## config.mk

```make
export PLATFORM = sky130hd
export DESIGN_NAME = fpm_periph
export DESIGN_NICKNAME = d
export VERILOG_FILES = /design/src/fp_pkg.sv /design/src/avs_pkg.sv /design/src/fp_mult.sv /design/src/avs_ctrl.sv /design/src/avs_regs.sv /design/src/fpm_periph.sv
export VERILOG_INCLUDE_DIRS = /design/src /design/src/src
export SDC_FILE = /design/constraint.sdc
export NUM_CORES = 2
export LEC_CHECK = 0
export BUFFER_PORTS_ARGS = -buffer_cell sky130_fd_sc_hd__buf_2
export CAP_MARGIN = 20
export CORE_MARGIN = 1
export CORE_UTILIZATION = 55
export CTS_BUF_LIST = sky130_fd_sc_hd__clkbuf_4
export CTS_CLUSTER_SIZE = 8
export DETAILED_ROUTE_END_ITERATION = 7
export PLACE_DENSITY = 0.7
export SLEW_MARGIN = 10
export SYNTH_ARGS = -nofsm -noshare
export SYNTH_HDL_FRONTEND = slang
export SYNTH_SLANG_ARGS = --single-unit
```

## constraint.sdc

```tcl
create_clock -name clk -period 12.3 [get_ports clk]
set_clock_uncertainty 0.2 [all_clocks]
set_input_delay 1.845 -clock clk [delete_from_list [all_inputs] [get_ports clk]]
set_output_delay 1.845 -clock clk [all_outputs]
set_load 0.005 [all_outputs]
```

## src/fpm_config.svh

```systemverilog
`ifndef FPM_CONFIG_SVH
`define FPM_CONFIG_SVH

// bus and register word width
// also the width of one ieee single word
`define FPM_DATA_W 32

// word address width of the slave port
// enough for the five mapped registers
`define FPM_ADDR_W 3

// multiplier pipeline depth
// unpack, significand product, normalize and pack
`define FPM_STAGES 3

`endif

```

## src/fp_pkg.sv

```systemverilog
`default_nettype none

`include "fpm_config.svh"

package fp_pkg;

	// ieee single layout, msb first
	typedef struct packed {
		logic        sign;
		logic [7:0]  exp;
		logic [22:0] frac;
	} fp_fields_t;

	// one operand word, raw on the bus side and split into fields in the multiplier
	typedef union packed {
		logic [`FPM_DATA_W-1:0] raw;
		fp_fields_t             f;
	} fp_word_u;

	// status register layout, overflow in the top bit
	typedef struct packed {
		logic overflow;
		logic underflow;
		logic zero;
		logic nan;
	} fp_flags_t;

	// canonical quiet nan
	localparam logic [`FPM_DATA_W-1:0] FP_QNAN = 32'h7FC00000;
	// all-ones exponent, inf or nan
	localparam logic [7:0] FP_EXP_MAX = 8'hFF;
	// exponent bias, wide enough for the unbiased sum
	localparam logic [9:0] FP_BIAS = 10'd127;

endpackage

`default_nettype wire

```

## src/avs_pkg.sv

```systemverilog
`default_nettype none

`include "fpm_config.svh"

package avs_pkg;

	// word addresses of the peripheral registers
	// codes 5 to 7 are unmapped
	typedef enum logic [`FPM_ADDR_W-1:0] {
		MM_OP1    = 3'd0,
		MM_OP2    = 3'd1,
		MM_START  = 3'd2,
		MM_RESULT = 3'd3,
		MM_STATUS = 3'd4
	} mm_reg_e;

	// strobes from the controller to the register bank
	typedef struct packed {
		// write of OP1 this cycle
		logic ld_op1;
		// write of OP2 this cycle
		logic ld_op2;
		// product in flight, read back through START
		logic busy;
		// capture product and flags into RESULT and STATUS
		logic ld_result;
	} reg_ctrl_t;

endpackage

`default_nettype wire

```

## src/fp_mult.sv

```systemverilog
`timescale 1ns/1ps
`default_nettype none

`include "fpm_config.svh"

module fp_mult import fp_pkg::*; (
	input  wire logic clk,
	input  wire logic reset,
	input  wire logic i_start,
	input  fp_word_u  i_a,
	input  fp_word_u  i_b,
	output logic      o_valid,
	output fp_word_u  o_result,
	output fp_flags_t o_flags
);

	// valid tag, bit n set when stage n+1 holds an item
	logic [`FPM_STAGES-1:0] vld_q;

	// operand classes
	logic a_zero, a_inf, a_nan;
	logic b_zero, b_inf, b_nan;

	// stage 1 registers
	logic        s1_sign, s1_nan, s1_inf, s1_zero;
	logic [8:0]  s1_exp_sum;
	logic [23:0] s1_man_a, s1_man_b;

	// stage 2 registers
	logic        s2_sign, s2_nan, s2_inf, s2_zero;
	logic [8:0]  s2_exp_sum;
	logic [47:0] s2_prod;

	// stage 3 combinational
	logic      norm;
	logic [9:0] exp_adj;
	logic [9:0] exp_unb;
	logic      ovf, unf;
	fp_word_u  res_d;
	fp_flags_t flags_d;

	// subnormals count as zero
	function automatic logic is_zero(fp_fields_t f);
		return f.exp == 8'd0;
	endfunction

	function automatic logic is_inf(fp_fields_t f);
		return (f.exp == FP_EXP_MAX) && (f.frac == 23'd0);
	endfunction

	function automatic logic is_nan(fp_fields_t f);
		return (f.exp == FP_EXP_MAX) && (f.frac != 23'd0);
	endfunction

	assign a_zero = is_zero(i_a.f);
	assign a_inf  = is_inf(i_a.f);
	assign a_nan  = is_nan(i_a.f);
	assign b_zero = is_zero(i_b.f);
	assign b_inf  = is_inf(i_b.f);
	assign b_nan  = is_nan(i_b.f);

	// valid tag shifts along with the data, no stall inside
	always_ff @(posedge clk or posedge reset) begin
		if (reset) begin
			vld_q <= '0;
		end else begin
			vld_q <= {vld_q[`FPM_STAGES-2:0], i_start};
		end
	end

	assign o_valid = vld_q[`FPM_STAGES-1];

	// stage 1: unpack, classify, sign and exponent sum
	always_ff @(posedge clk) begin
		if (i_start) begin
			s1_sign    <= i_a.f.sign ^ i_b.f.sign;
			s1_exp_sum <= {1'b0, i_a.f.exp} + {1'b0, i_b.f.exp};
			// hidden one restored
			s1_man_a   <= {1'b1, i_a.f.frac};
			s1_man_b   <= {1'b1, i_b.f.frac};
			// inf times zero lands here too
			s1_nan     <= a_nan | b_nan | (a_inf & b_zero) | (a_zero & b_inf);
			s1_inf     <= a_inf | b_inf;
			s1_zero    <= a_zero | b_zero;
		end
	end

	// stage 2: 24x24 significand product
	always_ff @(posedge clk) begin
		if (vld_q[0]) begin
			s2_sign    <= s1_sign;
			s2_exp_sum <= s1_exp_sum;
			s2_prod    <= s1_man_a * s1_man_b;
			s2_nan     <= s1_nan;
			s2_inf     <= s1_inf;
			s2_zero    <= s1_zero;
		end
	end

	// stage 3: normalize by one place at most, truncate, range check
	always_comb begin
		// product in [1,4), top bit set means [2,4)
		norm    = s2_prod[47];
		exp_adj = {1'b0, s2_exp_sum} + {9'd0, norm};
		exp_unb = exp_adj - FP_BIAS;
		// biased result of 255 or more
		ovf     = exp_adj >= (FP_BIAS + {2'b00, FP_EXP_MAX});
		// biased result of 0 or less
		unf     = exp_adj <= FP_BIAS;
		flags_d = '0;
		res_d.raw    = '0;
		res_d.f.sign = s2_sign;
		if (s2_nan) begin
			res_d.raw   = FP_QNAN;
			flags_d.nan = 1'b1;
		end else if (s2_inf) begin
			// inf times finite nonzero, no flag
			res_d.f.exp = FP_EXP_MAX;
		end else if (s2_zero) begin
			flags_d.zero = 1'b1;
		end else if (ovf) begin
			res_d.f.exp      = FP_EXP_MAX;
			flags_d.overflow = 1'b1;
		end else if (unf) begin
			flags_d.underflow = 1'b1;
			flags_d.zero      = 1'b1;
		end else begin
			res_d.f.exp  = exp_unb[7:0];
			// round toward zero, dropped bits ignored
			res_d.f.frac = norm ? s2_prod[46:24] : s2_prod[45:23];
		end
	end

	// output registers hold until the next item arrives
	always_ff @(posedge clk) begin
		if (vld_q[1]) begin
			o_result <= res_d;
			o_flags  <= flags_d;
		end
	end

endmodule

`default_nettype wire

```

## src/avs_ctrl.sv

```systemverilog
`timescale 1ns/1ps
`default_nettype none

`include "fpm_config.svh"

module avs_ctrl import avs_pkg::*; (
	input  wire logic                   clk,
	input  wire logic                   reset,
	input  wire logic [`FPM_ADDR_W-1:0] i_address,
	input  wire logic                   i_read,
	input  wire logic                   i_write,
	input  wire logic                   i_mult_valid,
	output reg_ctrl_t                   o_reg_ctrl,
	output mm_reg_e                     o_mm_reg,
	output logic                        o_start,
	output logic                        o_waitrequest
);

	typedef enum logic [1:0] {
		ST_IDLE,
		ST_BUSY,
		ST_CAPTURE
	} state_e;

	state_e  state, next_state;
	// decoded access target
	mm_reg_e acc_reg;

	assign acc_reg = mm_reg_e'(i_address);

	// read target for the data mux
	// no read parks on an unmapped code, so the bus sees zero
	assign o_mm_reg = i_read ? acc_reg : mm_reg_e'({`FPM_ADDR_W{1'b1}});

	always_ff @(posedge clk or posedge reset) begin
		if (reset) begin
			state <= ST_IDLE;
		end else begin
			state <= next_state;
		end
	end

	always_comb begin
		o_reg_ctrl    = '0;
		o_start       = 1'b0;
		o_waitrequest = 1'b0;
		next_state    = state;
		case (state)
			ST_IDLE: begin
				if (i_write) begin
					case (acc_reg)
						MM_OP1: o_reg_ctrl.ld_op1 = 1'b1;
						MM_OP2: o_reg_ctrl.ld_op2 = 1'b1;
						MM_START: begin
							// launch with the operands held right now
							o_start           = 1'b1;
							o_waitrequest     = 1'b1;
							o_reg_ctrl.busy   = 1'b1;
							next_state        = ST_BUSY;
						end
						// RESULT, STATUS and unmapped writes dropped
						default: ;
					endcase
				end
			end
			ST_BUSY: begin
				// master stays stalled on the START write
				o_waitrequest   = 1'b1;
				o_reg_ctrl.busy = 1'b1;
				if (i_mult_valid) begin
					next_state = ST_CAPTURE;
				end
			end
			ST_CAPTURE: begin
				// stall released, transfer completes at this edge
				o_reg_ctrl.ld_result = 1'b1;
				next_state           = ST_IDLE;
			end
			default: next_state = ST_IDLE;
		endcase
	end

endmodule

`default_nettype wire

```

## src/avs_regs.sv

```systemverilog
`timescale 1ns/1ps
`default_nettype none

`include "fpm_config.svh"

module avs_regs import fp_pkg::*, avs_pkg::*; (
	input  wire logic                   clk,
	input  wire logic                   reset,
	input  reg_ctrl_t                   i_reg_ctrl,
	input  mm_reg_e                     i_mm_reg,
	input  wire logic [`FPM_DATA_W-1:0] i_writedata,
	input  fp_word_u                    i_mult_result,
	input  fp_flags_t                   i_mult_flags,
	output fp_word_u                    o_op1,
	output fp_word_u                    o_op2,
	output logic [`FPM_DATA_W-1:0]      o_readdata
);

	// padding above the flag bits in STATUS
	localparam int STATUS_PAD = `FPM_DATA_W - $bits(fp_flags_t);

	fp_word_u  op1_q;
	fp_word_u  op2_q;
	fp_word_u  result_q;
	fp_flags_t status_q;

	// all registers read zero after reset
	always_ff @(posedge clk or posedge reset) begin
		if (reset) begin
			op1_q    <= '0;
			op2_q    <= '0;
			result_q <= '0;
			status_q <= '0;
		end else begin
			if (i_reg_ctrl.ld_op1) begin
				op1_q.raw <= i_writedata;
			end
			if (i_reg_ctrl.ld_op2) begin
				op2_q.raw <= i_writedata;
			end
			// product and flags captured together
			if (i_reg_ctrl.ld_result) begin
				result_q <= i_mult_result;
				status_q <= i_mult_flags;
			end
		end
	end

	// operands go straight to the multiplier
	assign o_op1 = op1_q;
	assign o_op2 = op2_q;

	// read mux, target already decoded by the controller
	always_comb begin
		case (i_mm_reg)
			MM_OP1:    o_readdata = op1_q.raw;
			MM_OP2:    o_readdata = op2_q.raw;
			// START is the busy bit, nothing stored
			MM_START:  o_readdata = {{(`FPM_DATA_W-1){1'b0}}, i_reg_ctrl.busy};
			MM_RESULT: o_readdata = result_q.raw;
			MM_STATUS: o_readdata = {{STATUS_PAD{1'b0}}, status_q};
			// unmapped codes
			default:   o_readdata = '0;
		endcase
	end

endmodule

`default_nettype wire

```

## src/fpm_periph.sv

```systemverilog
`timescale 1ns/1ps
`default_nettype none

`include "fpm_config.svh"

module fpm_periph import fp_pkg::*, avs_pkg::*; (
	input  wire logic                   clk,
	input  wire logic                   reset,
	input  wire logic [`FPM_ADDR_W-1:0] i_address,
	input  wire logic                   i_read,
	input  wire logic                   i_write,
	input  wire logic [`FPM_DATA_W-1:0] i_writedata,
	output logic [`FPM_DATA_W-1:0]      o_readdata,
	output logic                        o_waitrequest
);

	// controller to register bank
	reg_ctrl_t reg_ctrl;
	mm_reg_e   mm_reg;

	// controller to multiplier
	logic start;

	// register bank to multiplier and back
	fp_word_u  op1, op2;
	fp_word_u  mult_result;
	fp_flags_t mult_flags;
	logic      mult_valid;

	// address decode, sequencing, waitrequest
	avs_ctrl u_ctrl (
		.clk           (clk),
		.reset         (reset),
		.i_address     (i_address),
		.i_read        (i_read),
		.i_write       (i_write),
		.i_mult_valid  (mult_valid),
		.o_reg_ctrl    (reg_ctrl),
		.o_mm_reg      (mm_reg),
		.o_start       (start),
		.o_waitrequest (o_waitrequest)
	);

	// OP1, OP2, RESULT, STATUS and read mux
	avs_regs u_regs (
		.clk           (clk),
		.reset         (reset),
		.i_reg_ctrl    (reg_ctrl),
		.i_mm_reg      (mm_reg),
		.i_writedata   (i_writedata),
		.i_mult_result (mult_result),
		.i_mult_flags  (mult_flags),
		.o_op1         (op1),
		.o_op2         (op2),
		.o_readdata    (o_readdata)
	);

	// three stage single precision multiplier
	fp_mult u_mult (
		.clk      (clk),
		.reset    (reset),
		.i_start  (start),
		.i_a      (op1),
		.i_b      (op2),
		.o_valid  (mult_valid),
		.o_result (mult_result),
		.o_flags  (mult_flags)
	);

endmodule

`default_nettype wire

```

* Word level (Yosys, flattened, before mapping)
Cells that the tools add are included.
** Cells by class
- Bitwise gates (word level) :: 8
- Multipliers :: 1
- Multiplexer cells :: 27
- Reductions and logical operators :: 18
- Equal/unequal tests :: 13
- $add $sub $neg :: 3
- Order comparisons :: 2
** Operator list (number)
- $pmux W32 S5 :: 1
- $mux W23 :: 3
- $mux W31 :: 2
- $mul A24 B24 Y48 :: 1
- $logic_not A23 Y1 :: 2
- $reduce_bool A23 Y1 :: 2
- $eq A8 B8 Y1 const B :: 2
- $logic_not A8 Y1 :: 2
- $add A9 B1 Y10 :: 1
- $ge A10 B9 Y1 const B :: 1
- $le A10 B7 Y1 const B :: 1
- $mux W1 :: 10
- $mux W2 :: 5
- $add A8 B8 Y9 :: 1
- $eq A3 B2 Y1 const B :: 3
- $mux W8 :: 1
- $sub A8 B7 Y8 const B :: 1
- $eq A3 B1 Y1 const B :: 2
- $logic_not A3 Y1 :: 2
- $mux W3 :: 2
- $or A1 B1 Y1 :: 5
- $reduce_or A5 Y1 :: 1
- $logic_and A1 B1 Y1 :: 4
- $ne A2 B2 Y1 const B :: 2
- other kinds (13) :: 15
** Storage, ports and cells
- Input port bits :: 39
- Output and inout bits :: 33
- Flip-flop bits (word level) :: 261
- Word-level logic and storage cells :: 101

* Depth between registers and ports, before layout
- Depth after elaboration :: 6
- Mapped depth :: 27
- Mapped depth without buffers :: 24

* Modules after synthesis
A second synthesis with hierarchy kept.
** Second synthesis, totals
- Cells, all modules :: 2787
- Area, all modules :: 28642.5 µm²
** By module, submodules not included
- fp_mult :: times used 1, area an instance 23645.2 µm², seq. area each 4068.9 µm², cells each 2412
- avs_regs :: times used 1, area an instance 4834.6 µm², seq. area each 2502.4 µm², cells each 357
- avs_ctrl :: times used 1, area an instance 162.7 µm², seq. area each 50.0 µm², cells each 18

* Least setup slack after synthesis
No wires, ideal clock.
- Path type :: in2reg
- Start point :: in i_address[1]
- End point :: reg u_mult.s1_exp_sum[0], enable pin
- Data required time :: 11549 ps
- Cell stages on the path :: 3
- Arrival :: 6351 ps
- Setup time :: 551 ps
- Path slack :: 5198 ps
- Path buffers :: 1
- Cells stage by stage :: clkbuf_1 -> nand4bb_1 -> nor3_1
** On the way
- Cells in the longest elaborated chain, start to end :: 4
** RTL lines
- from (decl) :: line fpm_periph.sv:9 : input wire logic [`FPM_ADDR_W-1:0] i_address,
- $eq A3 B2 Y1 :: line avs_ctrl.sv:51 : case (acc_reg)
- $mux W1 :: line avs_ctrl.sv:51
- $mux W1 :: line avs_ctrl.sv:50 : if (i_write) begin
- $mux W1 :: line avs_ctrl.sv:48 : case (state)
- net start :: line fpm_periph.sv:22 : logic start;
- to (signal assigned) :: line fp_mult.sv:77 : s1_exp_sum <= {1'b0, i_a.f.exp} + {1'b0, i_b.f.exp};
- to (decl) :: line fp_mult.sv:26 : logic [8:0] s1_exp_sum;
The timed path passes the listed nets, and every way through them passes these cells.
A chain may end at the register's enable or synchronous reset.

* Final worst setup path
- Start point :: reg u_mult.s1_man_b[8]
- End point :: reg u_mult.s2_prod[37] (data pin)
** On the way
- Cells in the longest elaborated chain, start to end :: 1
** RTL lines
- from (decl) :: line fp_mult.sv:27 : logic [23:0] s1_man_a, s1_man_b;
- from (signal assigned) :: line fp_mult.sv:80 : s1_man_b <= {1'b1, i_b.f.frac};
- $mul A24 B24 Y48 :: line fp_mult.sv:93 : s2_prod <= s1_man_a * s1_man_b;
- to (signal assigned) :: line fp_mult.sv:93
- to (decl) :: line fp_mult.sv:32 : logic [47:0] s2_prod;
No other way between the ends.

==> flow_summary_export.csv <==
group,metric,value,unit
pwr,p_leak,14.8,nW
sta,slew_headroom,21.0,%
critical_path,r2r_cells,24,
die,start_util,56.1,%
sta,post-route-period-util,69.0,%
pwr,power_density,256,nW/µm²
hold_path,min_from,"u_mult.s1_exp_sum[2]",
place,gp_congestion,0.948,
cts,clock_latency,720,ps
critical_path,cp.required,12490,ps
synthesis,synth_top_area_cell,"fa_1",
cells_and_area,fill_cells,4302,
route,vias_per_cell,5.64,
die,num_rows,82,
critical_path,cp_top_family,"adder cells",
critical_path,r2r_setup_slack,3810,ps
cts,cts.repair.resized,0,
cts,cts_tree,"done",
synthesis,synthCells,2761,
sta,clock.fmax,0.118,GHz
place,dp_hpwl,57.3,mm
cts,hold_buffers,0,
hold_path,min_path_cells,0,
critical_path,crit_fanout,16,
critical_path,path_class,"flop to flop",
place,dp.cells,3406,
critical_path,r2r-start,"u_mult.s1_man_b[8]",
global_route,grt_max_degree,69,
cts,path_clk_slew,70,ps
synthesis,synth-seq-area-share,23.4,%
sta,drv_slew,0,
route,routed_wl,75.1,mm
synthesis,synth-main-ff-cell,"edfxtp_1",
synthesis,ys_top_cells_by_area,"fa_1 34%, edfxtp_1 14%, dfrtp_1 9.3%",
cells_and_area,area_growth_syn_to_layout,6.18,%
sta,worst_pin_slew,1180,ps
synthesis,syn_nets,3463,
cts,cts_htree_levels,2,
die,io_pins,72,
synthesis,synth_top_cell_area_share,34.1,%
critical_path,path_cells,"clkinv_1 > nor2_1 > fa_1 > fa_1 > inv_1 > fa_1 > inv_1 > fa_1 > inv_1 > fa_1 > inv_1 > fa_1 > inv_1 > fa_1 > inv_1 > ha_1 > and4_1 > nand4_1 > or3_1 > o211ai_1 > a31oi_1 > o21bai_1 > a21oi_1 > xnor2_1",
synthesis,synth_edf_count,133,
synthesis,synth_area_per_cell,10.3,µm²
route,antenna_left,0,
die,design.core.area,50500,µm²
critical_path,path_depth,24,
hold_path,hold_path_end,"u_mult.s2_exp_sum[2]",
synthesis,yosysWarningCount,0,
cells_and_area,drive_gt1_share,12.1,%
sta,setup-tns-final,0,ps
route,drtIter0Drc,1313,
cts,clock-root-buffer,"clkbuf_4",
critical_path,cpMaxStageDelayCell,"edfxtp_1",
place,io_buffers,71,
synthesis,postSynth.asyncResetShare,44.1,%
global_route,grt_pass1_wl,122,mm
global_route,grt_use_total,30.4,%
sta,rsz0062_at_grt,"no",
cts,post-cts-setup-buffers,0,
cells_and_area,fin_util,59.6,%
route,vias,19800,
sta,hold_viol,0,
sta,setup_viol,0,
global_route,gr-total-overflow,0,
route,drc,0,
critical_path,crit_arrival,8690,ps
cts,clkSinkCount,238,
sta,finalCriticalPeriod,8490,ps
cts,clockBufferDepth,3,
critical_path,end_kind,"flop",
global_route,first_global_vias,22100,
global_route,antenna_found_initial,1,
run,drv_cap,0,
synthesis,syn_area,28300,µm²
route,dr.pass1.iters,6,
critical_path,max_stage_delay,850,ps
synthesis,synth.distinct_cells,62,
critical_path,critPathMostFrequentCell,"fa_1",
cells_and_area,stdcell_count,3517,
cts,numCtsBuffers,59,
critical_path,crit_path_start_kind,"flop",
synthesis,ys_seq_elements,238,
route,wire_per_inst,21.4,µm
critical_path,cp_num_buf_inv,7,
critical_path,reg2reg_to,"u_mult.s2_prod[37]",
hold_path,hp-class,"flop to flop",
run_status,status,"finished, final reports clean",
die,dieArea,52400,µm²
pwr,max-vdd-ir-drop,0.336,mV
die,die_h,229,µm
cells_and_area,fin_nets,3497,
die,die_w,229,µm
[report_power, final]
part           internal, W  switching, W  leakage [nW]
clock             0.000347      0.000318         0.463
sequential         0.00119      0.000174          2.61
combinational      0.00218       0.00348          11.7
[worst max path at each step]
stage                       start              endpoint  slack [ps]
2_1_floorplan        i_address[1]  u_mult.s1_exp_sum[0]        5200
3_3_place_gp   u_mult.s1_man_b[8]    u_mult.s2_prod[44]        3970
3_5_place_dp   u_mult.s1_man_b[8]    u_mult.s2_prod[42]        3990
4_1_cts        u_mult.s1_man_b[8]    u_mult.s2_prod[37]        3980
5_1_grt        u_mult.s1_man_b[8]    u_mult.s2_prod[37]        3610
6_report       u_mult.s1_man_b[8]    u_mult.s2_prod[37]        3810
[placed cells by master, fill, tap and decap left out, types with 21 or more instances in the layout]
cell,instances
a21oi_1,57
buf_2,72
nand2_1,283
edfxtp_1,133
ha_1,181
inv_1,597
buf_4,33
o21ai_0,21
xnor2_1,29
clkbuf_4,94
nor2_1,109
and2_1,250
a22oi_1,30
mux2i_1,29
fa_1,482
dfrtp_1,105
mux2_2,128
[cell families after synthesis]
kind of cell	count (synthesis)	synth area share, %
and+or+nand+nor	737	12.8
buffers and inverters	732	9.70
adders and majority gates	663	42.1
DFF	238	23.4
AOI/OAI and AO/OA	190	4.53
muxes	158	6.19
xor gates and xnor gates	43	1.33
[state kept, by name, indices dropped and copies added (netlist names), 4 cells and up]
register           count
u_mult.s1_exp_sum      9
u_mult.s2_prod        25
u_mult.s1_man_b       23
u_regs.result_q       32
u_mult.o_result       32
u_mult.s2_exp_sum      9
u_mult.s1_man_a       23
u_regs.o_op1          32
u_regs.o_op2          32
u_regs.status_q        4
u_mult.o_flags         4
[routing by layer]
layer  part of all wire, %  vias up  GRT usage (%)  wire length (µm)
met5                     0        -              0                 0
met4                   5.7        0           14.5              4250
met3                   7.4      265           4.99              5530
met2                    49      828           51.3             36800
met1                    38    10100           38.0             28500
li1                      -     8601              -                 -
[per-stage QoR]
stage / worst slack, ps / total power [W] / instance area [µm²] / hold slack, ps
final: 3810 / 0.00769 / 30100 / 219
after global routing: 3610 / 0.00842 / 30100 / 234
after CTS: 3980 / 0.00768 / 30100 / 217
after detailed placement: 3990 / 0.00696 / 29300 / 205
after global placement: 3970 / 0.00687 / 29300 / 203
after floorplan: 5200 / 0.00524 / 28300 / 200
[cell usage after synthesis (all sizes together) (30+ instances only)]
master and instances:
inv 598, fa 482, nand2 284, and2 251, ha 181, edfxtp 133, mux2 128, clkbuf 125
nor2 110, dfrtp 105, a21oi 57, a22oi 30
[cell type report]
class	instances	area (µm²)	area share [%]
repair buffers	105	608	2.02
diodes	1	2.50	0.00832
clock buffers	94	706	2.35
clock inverters	16	71.3	0.237
well taps	672	841	2.80
inverters	600	2250	7.50
multi-input cells	1791	19000	63.1
flip-flops and latches	238	6620	22.0
Note: power is estimated with default switching activity, not from simulation.
